===== src/hdl/iq_cfg_pkg.sv =====
// Queue sizes; PTR_W must equal log2(QUEUE_DEPTH) and QUEUE_DEPTH a power of two so pointers wrap.
package iq_cfg_pkg;

  // queue geometry
  localparam int QUEUE_DEPTH = 16; // entries in the circular buffer.
  localparam int WRITE_LANES = 4;  // instructions per fetch group.
  localparam int READ_LANES  = 2;  // entries offered to decode per cycle.

  // payload widths
  localparam int INSTR_W = 80; // instruction bits.
  localparam int OTHER_W = 16; // side-band bits such as predicted target and flags.

  // index and count widths
  localparam int PTR_W   = 4; // slot index, wraps at QUEUE_DEPTH.
  localparam int COUNT_W = 5; // occupancy must also hold QUEUE_DEPTH itself.

endpackage


===== src/hdl/iq_types_pkg.sv =====
// Entry and group types; lane 0 of a group is the lowest element and the oldest instruction.
package iq_types_pkg;
  import iq_cfg_pkg::*;

  // one stored instruction with its side-band bits
  typedef struct packed {
    logic [INSTR_W-1:0] instr;
    logic [OTHER_W-1:0] other;
  } iq_entry_t;

  // slot index into the ring.
  typedef logic [PTR_W-1:0] iq_ptr_t;

  // occupancy, 0 up to QUEUE_DEPTH.
  typedef logic [COUNT_W-1:0] iq_count_t;

  // a fetch group as written in one cycle.
  typedef iq_entry_t [WRITE_LANES-1:0] iq_wgroup_t;

  // the oldest entries as seen by decode.
  typedef iq_entry_t [READ_LANES-1:0] iq_rgroup_t;

endpackage


===== src/hdl/iq_read_ctrl.sv =====
// Decode-side control; consume bits beyond the available entries or after the first clear bit are ignored.
module iq_read_ctrl (
  input  logic                              clk,
  input  logic                              rst,
  input  logic                              except,
  input  iq_types_pkg::iq_count_t           push_count,
  input  logic                              read_clk_en,
  input  logic [iq_cfg_pkg::READ_LANES-1:0] read_instr_en,
  input  iq_types_pkg::iq_rgroup_t          head_group,
  output iq_types_pkg::iq_ptr_t             rd_ptr,
  output logic [iq_cfg_pkg::READ_LANES-1:0] read_avail,
  output iq_types_pkg::iq_rgroup_t          read_group,
  output logic                              fetch_stall
);
  import iq_cfg_pkg::*;
  import iq_types_pkg::*;

  iq_count_t occupancy;
  iq_count_t pop_count;

  // lane i is valid while more than i entries are held.
  always_comb begin
    for (int i = 0; i < READ_LANES; i++) begin
      read_avail[i] = occupancy > iq_count_t'(i);
      read_group[i] = read_avail[i] ? head_group[i] : '0; // empty lanes read as zero.
    end
  end

  // consumed count is the leading run of requested and available lanes
  always_comb begin : count_pops
    logic run;
    pop_count = '0;
    run = read_clk_en;
    for (int i = 0; i < READ_LANES; i++) begin
      run = run & read_instr_en[i] & read_avail[i];
      pop_count = pop_count + iq_count_t'(run);
    end
  end

  // stall while less than one full write group of space is left.
  assign fetch_stall = (iq_count_t'(QUEUE_DEPTH) - occupancy) < iq_count_t'(WRITE_LANES);

  always_ff @(posedge clk) begin
    if (rst || except) begin
      occupancy <= '0;
      rd_ptr    <= '0;
    end else begin
      occupancy <= occupancy + push_count - pop_count; // a push and a pop may share an edge.
      rd_ptr    <= rd_ptr + iq_ptr_t'(pop_count);
    end
  end

endmodule


===== config.mk =====
export PLATFORM = sky130hd
export DESIGN_NAME = iq_read_ctrl
export DESIGN_NICKNAME = d
export VERILOG_FILES = /design/src/hdl/iq_cfg_pkg.sv /design/src/hdl/iq_types_pkg.sv /design/src/hdl/iq_read_ctrl.sv
export SDC_FILE = /design/constraint.sdc
export NUM_CORES = 1
export LEC_CHECK = 0
export BUFFER_PORTS_ARGS = -buffer_cell sky130_fd_sc_hd__buf_2
export CAP_MARGIN = 25
export CORE_AREA = 2 2 157 159
export DETAILED_ROUTE_END_ITERATION = 8
export DIE_AREA = 0 0 159 161
export PLACE_DENSITY_LB_ADDON = 0.2
export SLEW_MARGIN = 20
export SYNTH_ARGS = -nofsm -noshare
export SYNTH_HDL_FRONTEND = slang
export SYNTH_SLANG_ARGS = --single-unit

===== constraint.sdc =====
create_clock -name clk -period 4.4 [get_ports clk]
set_input_delay 0.88 -clock clk [delete_from_list [all_inputs] [get_ports clk]]
set_output_delay 0.88 -clock clk [all_outputs]
set_load 0.01 [all_outputs]

After elaboration in Yosys (flattened, before gate mapping). Index checks and enable logic that the tools add are counted.

Add/sub/neg operators: 5. Order comparisons: 3. Multiplexer cells: 2. Bitwise gates (word level): 4. Reductions and logical operators: 1.

Operator list (count): 96-bit 2-to-1 mux (2); 5-bit by 1-bit greater-than comparator with 1-bit output, second input constant (2); 5-bit adder (1); 5-bit by 3-bit less-than comparator with 1-bit output, second input constant (1); 5-bit by 2-bit subtractor with 5-bit output (1); 5-bit subtractor, first input constant (1); 4-bit by 2-bit adder with 4-bit output (1); 1-bit AND (4); 1-bit by 1-bit adder with 2-bit output (1); 1-bit logical OR (1).

Register bits after elaboration: 9. Input port bits: 203. Output and inout port bits: 199. Word-level logic and storage cells: 17.

Logic depth before layout (Yosys ltp).
Depth after elaboration: 6. Mapped depth: 15. Gate-level depth less buffers: 15.

Least setup slack after synthesis. Ideal clock, no wire load.

Path kind: reg2reg. Start point: register occupancy[1]. End point: register occupancy[4]. Arrival time: 2.987 ns. Data required time: 4.279 ns. Setup slack: 1.292 ns. Stages on the path, launching flop included: 16. Buffers on the path: 0. Clock period less this slack: 3.108 ns. Cells stage by stage: dfxtp_1 nor4_1 ha_1 inv_1 and3_1 and3_1 ha_1 ha_1 inv_1 ha_1 inv_1 fa_1 nand2b_1 a21oi_1 xnor2_1 nor2_1.

Cells in the longest elaborated chain, start to end: 6.

RTL lines: start: declaration (line iq_read_ctrl.sv:18) `iq_count_t occupancy;`; start signal: assignment (line iq_read_ctrl.sv:48) `occupancy <= occupancy + push_count - pop_count;`; 5-bit by 1-bit greater-than comparator with 1-bit output (*) (line iq_read_ctrl.sv:24) `read_avail[i] = occupancy > iq_count_t'(i);`; via read_avail, one bit (line iq_read_ctrl.sv:11) `output logic [iq_cfg_pkg::READ_LANES-1:0] read_avail,`; 1-bit AND (*) (line iq_read_ctrl.sv:35) `run = run & read_instr_en[i] & read_avail[i];`; 1-bit AND (2 in series) (line iq_read_ctrl.sv:35); 1-bit by 1-bit adder with 2-bit output (*) (line iq_read_ctrl.sv:36) `pop_count = pop_count + iq_count_t'(run);`; 5-bit by 2-bit subtractor with 5-bit output (*) (line iq_read_ctrl.sv:48).

Mark *: on every way through the listed nets, which the timed path passes. The rest lies on a longest branch. A chain may end at the register's enable or synchronous reset.

Final worst setup path.
Start point: register occupancy[1]. End point: register occupancy[4].

Cells in the longest elaborated chain, start to end: 6.

RTL lines (line): 5-bit by 1-bit greater-than comparator with 1-bit output (iq_read_ctrl.sv:24); 1-bit AND (3 in series) (iq_read_ctrl.sv:35); 1-bit by 1-bit adder with 2-bit output (iq_read_ctrl.sv:36); 5-bit by 2-bit subtractor with 5-bit output (*) (iq_read_ctrl.sv:48).

Every way passes the cells marked *; elsewhere a longest branch is shown, timed or not.

==> impl_metrics.ini <==
[run_status]
outcome = finished clean

[detailed_routing]
vias = 3170
avgRoutedWirePerCell_um = 12.7
viasPerCell = 3.18
final_antenna_net_count = 0
first_pass_iters = 4
drt_iter0_markers = 99
drc = 0
wirelength_um = 12600

[global_routing]
grt_pass1_vias = 3056
antenna_found_initial = 2
grt_max_degree = 98
gr-total-overflow = 0
grt_use_total_pct = 9.01
grt_pass1_wl_um = 18100

[critical_path]
ff2ff_setup_slack_ns = 0.89
reg2reg_to = occupancy[4]$_SDFF_PP0_
cp.arrival_ns = 3.64
startpoint = occupancy[1]$_SDFF_PP0_
critPathKind = reg2reg
worstReg2RegStart = occupancy[1]$_SDFF_PP0_
crit_path_end = occupancy[4]$_SDFF_PP0_
worstPathMaxFanout = 24
worstSetupStartpointType = register
worstPathRequired_ns = 4.53
end_kind = register
reg2regPathDepth = 15

[timing]
fin_skew_ns = 0.000653
min_period_ns = 3.51
finalCritPeriodShare_pct = 79.7
rsz0062_at_grt = no
hold_viol = 0
max_freq_ghz = 0.285
slew_headroom_pct = 49.5
finalSetupViolations = 0
tns_ns = 0
tightest_slew_ns = 0.757
drv_slew = 0

[clock_network]
cts-root-buf = clkbuf_16
cts_tree = yes
clockBufferDepth = 2
numCtsBuffers = 3
htreeDepth = 1
post_cts_buffers = 0
clk_pin_slew_ns = 0.04
postCtsHoldBufs = 0
cts.repair.resized = 0
cts.sinks = 9
clk_latency_ns = 0.24

[floorplan]
ioPinCount = 402
die_x_um = 159
rows = 57
core_um2 = 24000
start_util_pct = 8.19
die-area_um2 = 25600
die_y_um = 161

[place]
dpl_cell_area_um2 = 4290
portBuffers = 401
gp_congestion = 0.733
dpl.hpwl_um = 11000

[layout]
drive_gt1_share_pct = 61.5
fill_cells = 2816
fin_util_pct = 18.3
num-nets-final = 889
layout.area.seq_um2 = 180
multi_input_area_um2 = 1620
syn_to_final_growth_pct = 123
design_area_um2 = 4370
layout_common_cells = 401 x buf_2, 99 x and2_1, 97 x nor2b_1
final_common_cell = buf_2

[synthesis]
seq_area_frac_synth_pct = 9.18
synth.distinct_cells = 23
ys_ff_latch = 9
netlist_area_um2 = 1960
netlist_instances = 285
ys_warn_count = 0
syn_nets = 502
avgSynthCellArea_um2 = 6.88

[worst_hold_path]
hold_depth = 2
min_path_type = reg2reg

[power]
cellPowerDensity_nw_per_um2 = 577
power_uw = 2520
max-vdd-ir-drop_mv = 0.224
leakage_uw = 0.00261

[job]
maxCapViolations = 0
synthesized netlist by cell type:
| cell type | n | area [µm²] |
|---|---|---|
| a21oi_1 | 3 | 15.0 |
| nor2b_1 | 97 | 607 |
| inv_1 | 13 | 48.8 |
| buf_2 | 5 | 25.0 |
| nor4_1 | 1 | 6.26 |
| ha_1 | 11 | 138 |
| nand2b_1 | 1 | 6.26 |
| fa_1 | 3 | 60.1 |
| clkbuf_1 | 12 | 45.0 |
| nor2_1 | 9 | 33.8 |
| buf_6 | 3 | 33.8 |
| and3_1 | 2 | 12.5 |
| or2_2 | 1 | 6.26 |
| nand4_4 | 1 | 21.3 |
| and2_1 | 99 | 619 |
| xnor2_1 | 5 | 43.8 |
| inv_2 | 4 | 15.0 |
| clkbuf_2 | 1 | 5.00 |
| o21a_1 | 1 | 7.51 |
| a21o_1 | 1 | 7.51 |
| dfxtp_1 | 9 | 180 |
| a211oi_1 | 1 | 7.51 |
| xor2_1 | 2 | 17.5 |
layer usage:
metal | vias to the layer above | wire, µm | global-route usage [%]
met2 | 168 | 6560 | 16.6
li1 | 1616 | - | -
met1 | 1375 | 5190 | 10.9
met3 | 11 | 729 | 1.52
met5 | - | 0 | 0
met4 | 0 | 163 | 2.07
state kept, by name, summed over array words and instances (netlist names):
register   cells
occupancy      5
rd_ptr         4
worst max-delay path: stages, from the launching register on:
cell and delay (ns):
dfxtp_1 0.31, nor4_1 0.53, ha_4 0.38, inv_1 0.08
and3_1 0.17, and3_1 0.19, ha_1 0.30, ha_1 0.27
inv_1 0.05, ha_1 0.16, inv_1 0.05, fa_1 0.40
nand2b_1 0.16, a21oi_1 0.15, xnor2_1 0.13, nor2_1 0.05
kinds of logic after synthesis:
| group | count (synthesis) | synth area share, % |
|---|---|---|
| buffers and inverters | 38 | 8.80 |
| adder cells (fa/ha/maj) | 14 | 10.1 |
| AO/OA/AOI/OAI | 6 | 1.91 |
| XOR/XNOR | 7 | 3.13 |
| flip-flops | 9 | 9.18 |
| AND/OR/NAND/NOR | 211 | 66.9 |
worst min-delay path by stage:
stage | start | endpoint | slack [ns]
after global placement | rd_ptr[3]$_SDFF_PP0_ | rd_ptr[3]$_SDFF_PP0_ | 0.51
after CTS | rd_ptr[3]$_SDFF_PP0_ | rd_ptr[3]$_SDFF_PP0_ | 0.53
after floorplan | rd_ptr[2]$_SDFF_PP0_ | rd_ptr[2]$_SDFF_PP0_ | 0.55
final | rd_ptr[3]$_SDFF_PP0_ | rd_ptr[3]$_SDFF_PP0_ | 0.52
after detailed placement | rd_ptr[3]$_SDFF_PP0_ | rd_ptr[3]$_SDFF_PP0_ | 0.52
after global routing | rd_ptr[3]$_SDFF_PP0_ | rd_ptr[3]$_SDFF_PP0_ | 0.54
per-stage QoR:
step	setup WS (ns)	hold slack, ns	std cells
after floorplan	1.29	0.545	285
after global placement	0.871	0.511	991
after detailed placement	0.833	0.516	991
after CTS	0.821	0.530	995
after global routing	0.488	0.543	995
final	0.892	0.520	996
cell type report:
type | instances | share of cell area (%)
sequential | 9 | 4.12
inverter | 17 | 1.46
clock buffer | 4 | 1.80
tap | 324 | 9.27
multi-input combinational | 238 | 37.1
timing repair buffer | 403 | 46.2
antenna | 1 | 0.0572
power breakdown:
part | total (µW) | internal, µW | switching [µW] | leakage, µW
Sequential | 105 | 95.6 | 9.57 | 0.0000733
Clock | 161 | 121 | 39.8 | 0.0000382
Combinational | 2260 | 929 | 1330 | 0.00250
Note: power is estimated with default switching activity, not from simulation.
