===== src/hdl/iq_cfg_pkg.sv =====
// Queue sizes; PTR_W must equal log2(QUEUE_DEPTH) and QUEUE_DEPTH a power of two so pointers wrap.
package iq_cfg_pkg;

  // queue geometry
  localparam int QUEUE_DEPTH = 16; // entries in the circular buffer.
  localparam int WRITE_LANES = 4;  // instructions per fetch group.
  localparam int READ_LANES  = 2;  // entries offered to decode per cycle.

  // payload widths
  localparam int INSTR_W = 80; // instruction bits.
  localparam int OTHER_W = 16; // side-band bits such as predicted target and flags.

  // index and count widths
  localparam int PTR_W   = 4; // slot index, wraps at QUEUE_DEPTH.
  localparam int COUNT_W = 5; // occupancy must also hold QUEUE_DEPTH itself.

endpackage


===== src/hdl/iq_types_pkg.sv =====
// Entry and group types; lane 0 of a group is the lowest element and the oldest instruction.
package iq_types_pkg;
  import iq_cfg_pkg::*;

  // one stored instruction with its side-band bits
  typedef struct packed {
    logic [INSTR_W-1:0] instr;
    logic [OTHER_W-1:0] other;
  } iq_entry_t;

  // slot index into the ring.
  typedef logic [PTR_W-1:0] iq_ptr_t;

  // occupancy, 0 up to QUEUE_DEPTH.
  typedef logic [COUNT_W-1:0] iq_count_t;

  // a fetch group as written in one cycle.
  typedef iq_entry_t [WRITE_LANES-1:0] iq_wgroup_t;

  // the oldest entries as seen by decode.
  typedef iq_entry_t [READ_LANES-1:0] iq_rgroup_t;

endpackage


===== src/hdl/iq_write_ctrl.sv =====
// Fetch-side control; lanes after the first clear bit of write_instr_en are dropped, stalled writes are lost.
module iq_write_ctrl (
  input  logic                               clk,
  input  logic                               rst,
  input  logic                               except,
  input  logic                               write_wen,
  input  logic [iq_cfg_pkg::WRITE_LANES-1:0] write_instr_en,
  input  logic                               fetch_stall,
  output iq_types_pkg::iq_count_t            push_count,
  output logic [iq_cfg_pkg::WRITE_LANES-1:0] slot_we,
  output iq_types_pkg::iq_ptr_t              slot_addr [iq_cfg_pkg::WRITE_LANES]
);
  import iq_cfg_pkg::*;
  import iq_types_pkg::*;

  iq_ptr_t   wr_ptr;
  iq_count_t lane_count;
  logic      accept;

  assign accept = write_wen & ~fetch_stall; // the fetch side re-presents a stalled group.

  // length of the leading run of set lanes, starting at lane 0
  always_comb begin : count_lanes
    logic run;
    lane_count = '0;
    run = 1'b1;
    for (int i = 0; i < WRITE_LANES; i++) begin
      run = run & write_instr_en[i];
      lane_count = lane_count + iq_count_t'(run);
    end
  end

  assign push_count = accept ? lane_count : '0;

  // lane i lands in the slot i places after the write pointer.
  always_comb begin
    for (int i = 0; i < WRITE_LANES; i++) begin
      slot_we[i]   = accept && (iq_count_t'(i) < lane_count);
      slot_addr[i] = wr_ptr + iq_ptr_t'(i); // wraps at the end of the ring.
    end
  end

  always_ff @(posedge clk) begin
    if (rst || except) begin
      wr_ptr <= '0;
    end else begin
      wr_ptr <= wr_ptr + iq_ptr_t'(push_count); // push_count never exceeds WRITE_LANES.
    end
  end

endmodule


===== config.mk =====
export PLATFORM = sky130hd
export DESIGN_NAME = iq_write_ctrl
export DESIGN_NICKNAME = d
export VERILOG_FILES = /design/src/hdl/iq_cfg_pkg.sv /design/src/hdl/iq_types_pkg.sv /design/src/hdl/iq_write_ctrl.sv
export SDC_FILE = /design/constraint.sdc
export NUM_CORES = 1
export LEC_CHECK = 0
export BUFFER_PORTS_ARGS = -buffer_cell sky130_fd_sc_hd__buf_2
export CAP_MARGIN = 20
export CORE_UTILIZATION = 30
export CTS_CLUSTER_SIZE = 8
export DETAILED_ROUTE_END_ITERATION = 16
export PLACE_DENSITY = 0.64
export SETUP_SLACK_MARGIN = 0.02
export SLEW_MARGIN = 20
export SYNTH_ARGS = -nofsm -noshare
export SYNTH_HDL_FRONTEND = slang
export SYNTH_SLANG_ARGS = --single-unit
export TNS_END_PERCENT = 1

===== constraint.sdc =====
create_clock -name clk -period 2.7 [get_ports clk]
set_clock_uncertainty 0.15 [all_clocks]
set_input_delay 0.27 -clock clk [delete_from_list [all_inputs] [get_ports clk]]
set_output_delay 0.27 -clock clk [all_outputs]
set_load 0.02 [all_outputs]

Yosys cells after proc, flatten, opt, wreduce, memory -nomap -nowiden
Index checks and enable logic that the tools add are counted.
{ "totals": {"out_inout_bits": 25, "regBits": 4, "inputBits": 9} }
{ "classes": {"n_lt_le_gt_ge": 4, "n_bitwise": 5, "add_sub_neg": 7, "reduce_logical": 5, "mux": 1} }
{ "op_table": {"columns": ["op", "n"], "rows": [
  ["adder 4 x 2 -> 4 bit (second input constant)", 2],
  ["less-than comparator 1 x 4 -> 1 bit (first input constant)", 2],
  ["less-than comparator 2 x 4 -> 1 bit (first input constant)", 2],
  ["adder 3 x 1 -> 4 bit", 1],
  ["adder 4 x 1 -> 4 bit (second input constant)", 1],
  ["adder 4 bit", 1],
  ["bitwise AND 1 bit", 4],
  ["logical AND 1 bit", 4],
  ["two-way mux 4 bit", 1],
  ["adder 2 x 1 -> 3 bit", 1],
  ["adder 1 x 1 -> 2 bit", 1],
  ["logical OR 1 bit", 1],
  ["inverter 1 bit", 1]
]} }

Longest topological paths before layout
{ "depth": {"ltp_word": 6, "depth_mapped": 11, "mapped_depth_nobuf": 11} }

Worst setup path before layout
No wires, ideal clock.
{ "synth_timing": {"kind": "input-to-reg", "startpoint": "in write_instr_en[1] (netlist name)", "endpoint": "reg wr_ptr[3]", "n_path_buf": 0, "arrival_time_ps": 2528, "path_stages": 11, "t_required_ps": 2491, "slack_ps": -37, "cell_sequence": "and2_1 > nand2_1 > fa_1 > inv_1 > ha_1 > ha_1 > and2_1 > ha_1 > nand3_1 > a2111o_1 > nand2_1"} }
{ "synth_between": {"elab_chain_cells": 6, "word_cells_on_any_way": 8, "cone_classes": "add/sub (4); mux (1); bitwise (3)"} }
{ "synth_lines": {"columns": ["element", "line_no", "text"], "rows": [
  ["start, declared", "iq_write_ctrl.sv:7", "input logic [iq_cfg_pkg::WRITE_LANES-1:0] write_instr_en,"],
  ["bitwise AND 1 bit *", "iq_write_ctrl.sv:28", "run = run & write_instr_en[i];"],
  ["adder 1 x 1 -> 2 bit / bitwise AND 1 bit (equally long branches)", "iq_write_ctrl.sv:29, iq_write_ctrl.sv:28", null],
  ["adder 2 x 1 -> 3 bit / bitwise AND 1 bit (equally long branches)", "iq_write_ctrl.sv:29, iq_write_ctrl.sv:28", null],
  ["adder 3 x 1 -> 4 bit *", "iq_write_ctrl.sv:29", "lane_count = lane_count + iq_count_t'(run);"],
  ["two-way mux 4 bit *", "iq_write_ctrl.sv:33", "assign push_count = accept ? lane_count : '0;"],
  ["named net push_count[1]", "iq_write_ctrl.sv:9", "output iq_types_pkg::iq_count_t push_count,"],
  ["adder 4 bit *", "iq_write_ctrl.sv:47", "wr_ptr <= wr_ptr + iq_ptr_t'(push_count);"],
  ["end signal, assigned", "iq_write_ctrl.sv:47", null],
  ["end, declared", "iq_write_ctrl.sv:16", "iq_ptr_t wr_ptr;"]
]} }
Mark *: on every way through the listed nets, which the timed path passes. The rest lies on a longest branch.
A chain may end at the register's enable or synchronous reset.

Worst setup path after layout
{ "layout_timing": {"startpoint": "in write_instr_en[0] (netlist name)", "endpoint": "out slot_we[0] (netlist name)"} }
{ "layout_between": {"elab_chain_cells": 6, "word_cells_on_any_way": 8, "cone_classes": "add/sub (3); order compare (1); bitwise (3); reduce/logical (1)"} }
{ "layout_lines": {"columns": ["element", "line_no", "text"], "rows": [
  ["bitwise AND 1 bit", "iq_write_ctrl.sv:28", null],
  ["adder 1 x 1 -> 2 bit / bitwise AND 1 bit (equally long branches)", "iq_write_ctrl.sv:29, iq_write_ctrl.sv:28", null],
  ["adder 2 x 1 -> 3 bit / bitwise AND 1 bit (equally long branches)", "iq_write_ctrl.sv:29, iq_write_ctrl.sv:28", null],
  ["adder 3 x 1 -> 4 bit *", "iq_write_ctrl.sv:29", null],
  ["less-than comparator 1 x 4 -> 1 bit *", "iq_write_ctrl.sv:38", "slot_we[i] = accept && (iq_count_t'(i) < lane_count);"],
  ["logical AND 1 bit *", "iq_write_ctrl.sv:38", null],
  ["end, declared", "iq_write_ctrl.sv:10", "output logic [iq_cfg_pkg::WRITE_LANES-1:0] slot_we,"]
]} }
Every way passes the cells marked *; elsewhere a longest branch is shown, timed or not.

==> metrics.md <==
| Metric | Value |
|---|---|
| CTS Buffer Depth | `2` |
| Routed vias | `476` |
| Crit path buffers/inverters | `4` |
| Die footprint | `1783 um2` |
| Routability congestion estimate | `0.7070` |
| Hold buffer count at CTS | `0` |
| Placed insts | `about 100` |
| Tcrit/Tclk final | `93.86%` |
| Final worst setup slack | `0.1659 ns` |
| Reg-to-Reg Start | `wr_ptr[2]` |
| Syn Area/Cell | `~8.5 um2` |
| Yosys reg bits | `4` |
| Core Footprint | `1506 um2` |
| Avg WL per Cell | `8.299 um` |
| Fill count | `153` |
| Register area share after synthesis | `between 15 and 20%` |
| Biggest register | `wr_ptr` |
| CTS tree | `yes` |
| Top flop regs | `wr_ptr: 4 flops` |
| YS warnings | `0` |
| Cell chain of the critical path | `buf_2 -> and2_4 -> nand3_1 -> fa_1 -> inv_1 -> ha_1 -> ha_1 -> buf_4 -> o31a_1 -> buf_2` |
| Starting Density | `between 30% and 40%` |
| Number of I/O pins | `34` |
| Most frequent cell after synthesis | `ha_1` |
| WL final | `888 um` |
| Setup violators final | `0` |
| Initial antenna violation count | `0` |
| Die height | `~42 um` |
| Die Wd | `42.23 um` |
| GRT Total Usage | `11.31%` |
| CP required | `2.28 ns` |
| Number of global-route vias before repair | `443` |
| RSZ-0062 raised after global routing | `no` |
| Worst Setup Path Type | `input pin to output pin` |
| Crit end category | `output pin` |
| H-Tree Depth | `1` |
| Ant diodes | `0` |
| First-pass GRT wire length | `1621 um` |
| Async set or reset register ratio after synthesis | `0%` |
| Clock root buffer | `clkbuf_4` |
| Vias per cell | `4.449` |
| Dominant cell type by area after synthesis | `ha_1` |
| CP Data Arrival Time | `2.11 ns` |
| Synthesized area | `485.5 um2` |
| DRC | `0` |
| Largest register FFs | `4` |
| Status | `finished clean` |
| CP max FO | `3` |
| Leak | `around 0.00043 uW` |
| CTS sink count | `4` |
| Post-synth EDFFs | `0` |
| Total negative slack | `0 ns` |
| Skew-Pair Late Insertion Delay | `0.22 ns` |
| Slowest cell on crit path | `fa_1` |
| Hold path depth | `2` |
| R2R cell count | `4` |
| Clock-pin transition on the worst setup and hold timing paths | `0.03 ns` |
| Area Growth Syn to Fin | `41.75%` |
| PortBufs | `31` |
| CTS Buf Count | `3` |
| Final nets | `113` |
| Ys flop type | `dfxtp_1` |
| Final Hold Vio Count | `0` |
| Post-DP HPWL | `approximately 810 um` |
| F_max | `394.6 MHz` |
| Max incr delay on CP | `0.49 ns` |
| Max Slew Vio Count | `0` |
| 1st-iter DRT viols | `4` |
| Top delay family on crit path | `adder cells` |
| Flop2flop setup slack | `1.20 ns` |
| CP Launch Type | `input pin` |
| Top post-synthesis cells by area | `ha_1 23%, dfxtp_1 16%, and2_1 9.0%` |
| Final period demand of the worst path | `2.534 ns` |
| Worst hold path startpoint | `rst` |
| FP Rows | `14` |
| Fin cells | `107` |
| Gr ovfl total | `0` |
| Drt pass-1 iters | `4` |
| Hold Crit Class | `input pin to flop` |
| Post-synth top area share | `23.20%` |
| R2R Path End | `wr_ptr[3]` |
| Worst IR Drop VDD | `0.00007859 V` |
| Layout cells sized above 1 | `46.15%` |
| Antenna-violating nets left | `0` |
| Pre-CTS setup slack | `-0.06382 ns` |
| WHS Endpoint | `wr_ptr[2]` |
| Synth unique cells | `19` |
| Max Cap Viol | `0` |
| Top cells by count, synth | `9 x ha_1, 7 x and2_1, 7 x inv_1, 5 x buf_4` |
| Largest net degree at the start of global routing | `8` |
| Pwr per Cell Area | `270.8 nW/um2` |
| Post-Synthesis Cells | `57` |
-- worst max path at each step --
stage	to	slack, ns	cells past startpoint	start
3_3_place_gp	wr_ptr[3]	-0.03	12	write_instr_en[0]
5_1_grt	wr_ptr[3]	0.05	12	write_instr_en[0]
4_1_cts	slot_we[0]	0.13	10	write_instr_en[0]
6_report	slot_we[0]	0.17	10	write_instr_en[0]
3_5_place_dp	wr_ptr[3]	-0.06	12	write_instr_en[0]
2_1_floorplan	wr_ptr[3]	0.02	11	write_instr_en[1]
-- area by class of cell --
type,instances,area [um2],share of cell area (%)
multi-input combinational,41,346.6,50.36
timing repair buffer,36,192.7,28.00
sequential,4,80.08,11.64
inverter,7,26.28,3.818
clock buffer,3,22.52,3.273
tap,16,20.02,2.909
-- cell usage in the layout, fill, tap and decap left out, types with 3 or more instances in the layout --
| master | synthesis | routed |
|---|---|---|
| buf_2 | 0 | 31 |
| a21oi_1 | 3 | 3 |
| xnor2_1 | 4 | 4 |
| nand2_1 | 3 | 3 |
| buf_4 | 5 | 5 |
| ha_1 | 9 | 9 |
| and2_1 | 7 | 4 |
| dfxtp_1 | 4 | 4 |
| clkbuf_4 | 0 | 3 |
| inv_1 | 7 | 7 |
-- metal layers --
metal	GRT usage (%)	routed length, um	vias up
met1	11.97	341	209
met2	21.85	479	24
met4	5.625	0	0
met3	0.8621	67	0
li1	-	-	243
met5	0	0	-
-- power breakdown --
group          total [uW]  switching, uW  internal [uW]
combinational        55.0           31.5           23.5
sequential           61.8           1.53           60.3
clock                69.5           20.1           49.4
-- stage by stage --
| stage | total power, uW | hold slack, ns | cell area [um2] | util (%) |
|---|---|---|---|---|
| 2_1_floorplan | 99.79 | 0.1966 | 493.0 | - |
| 3_3_place_gp | 116.1 | 0.3160 | 663.1 | 44.02 |
| 3_5_place_dp | 117.8 | 0.3281 | 663.1 | 44.02 |
| 4_1_cts | 189.4 | 0.08768 | 685.7 | 45.52 |
| 5_1_grt | 198.5 | 0.09832 | 688.2 | 45.68 |
| 6_report | 186.3 | 0.09481 | 688.2 | 45.68 |
-- worst reg2reg max path, delay by kind of cell (launching register included) --
kind	cells	cell delay [ns]
AOI/OAI and AO/OA	2	0.51
and+or+nand+nor	1	0.06
adders and majority gates	1	0.35
DFF	1	0.37
-- kinds of logic after synthesis --
kind of cell               Yosys count  share of synthesized area [%]
xor gates and xnor gates             6                          10.82
adders and majority gates           11                          31.44
buffers and inverters               13                          14.18
other                                1                         0.7725
AOI/OAI and AO/OA                    5                          7.216
DFF                                  4                          16.50
and+or+nand+nor                     17                          19.07
-- what timing repair did --
action                                  in CTS  in global routing
buffers inserted                             0                  0
endpoints found under the setup margin       0                  1
resized for setup                            0                  1
(Power assumes the default switching activity.)
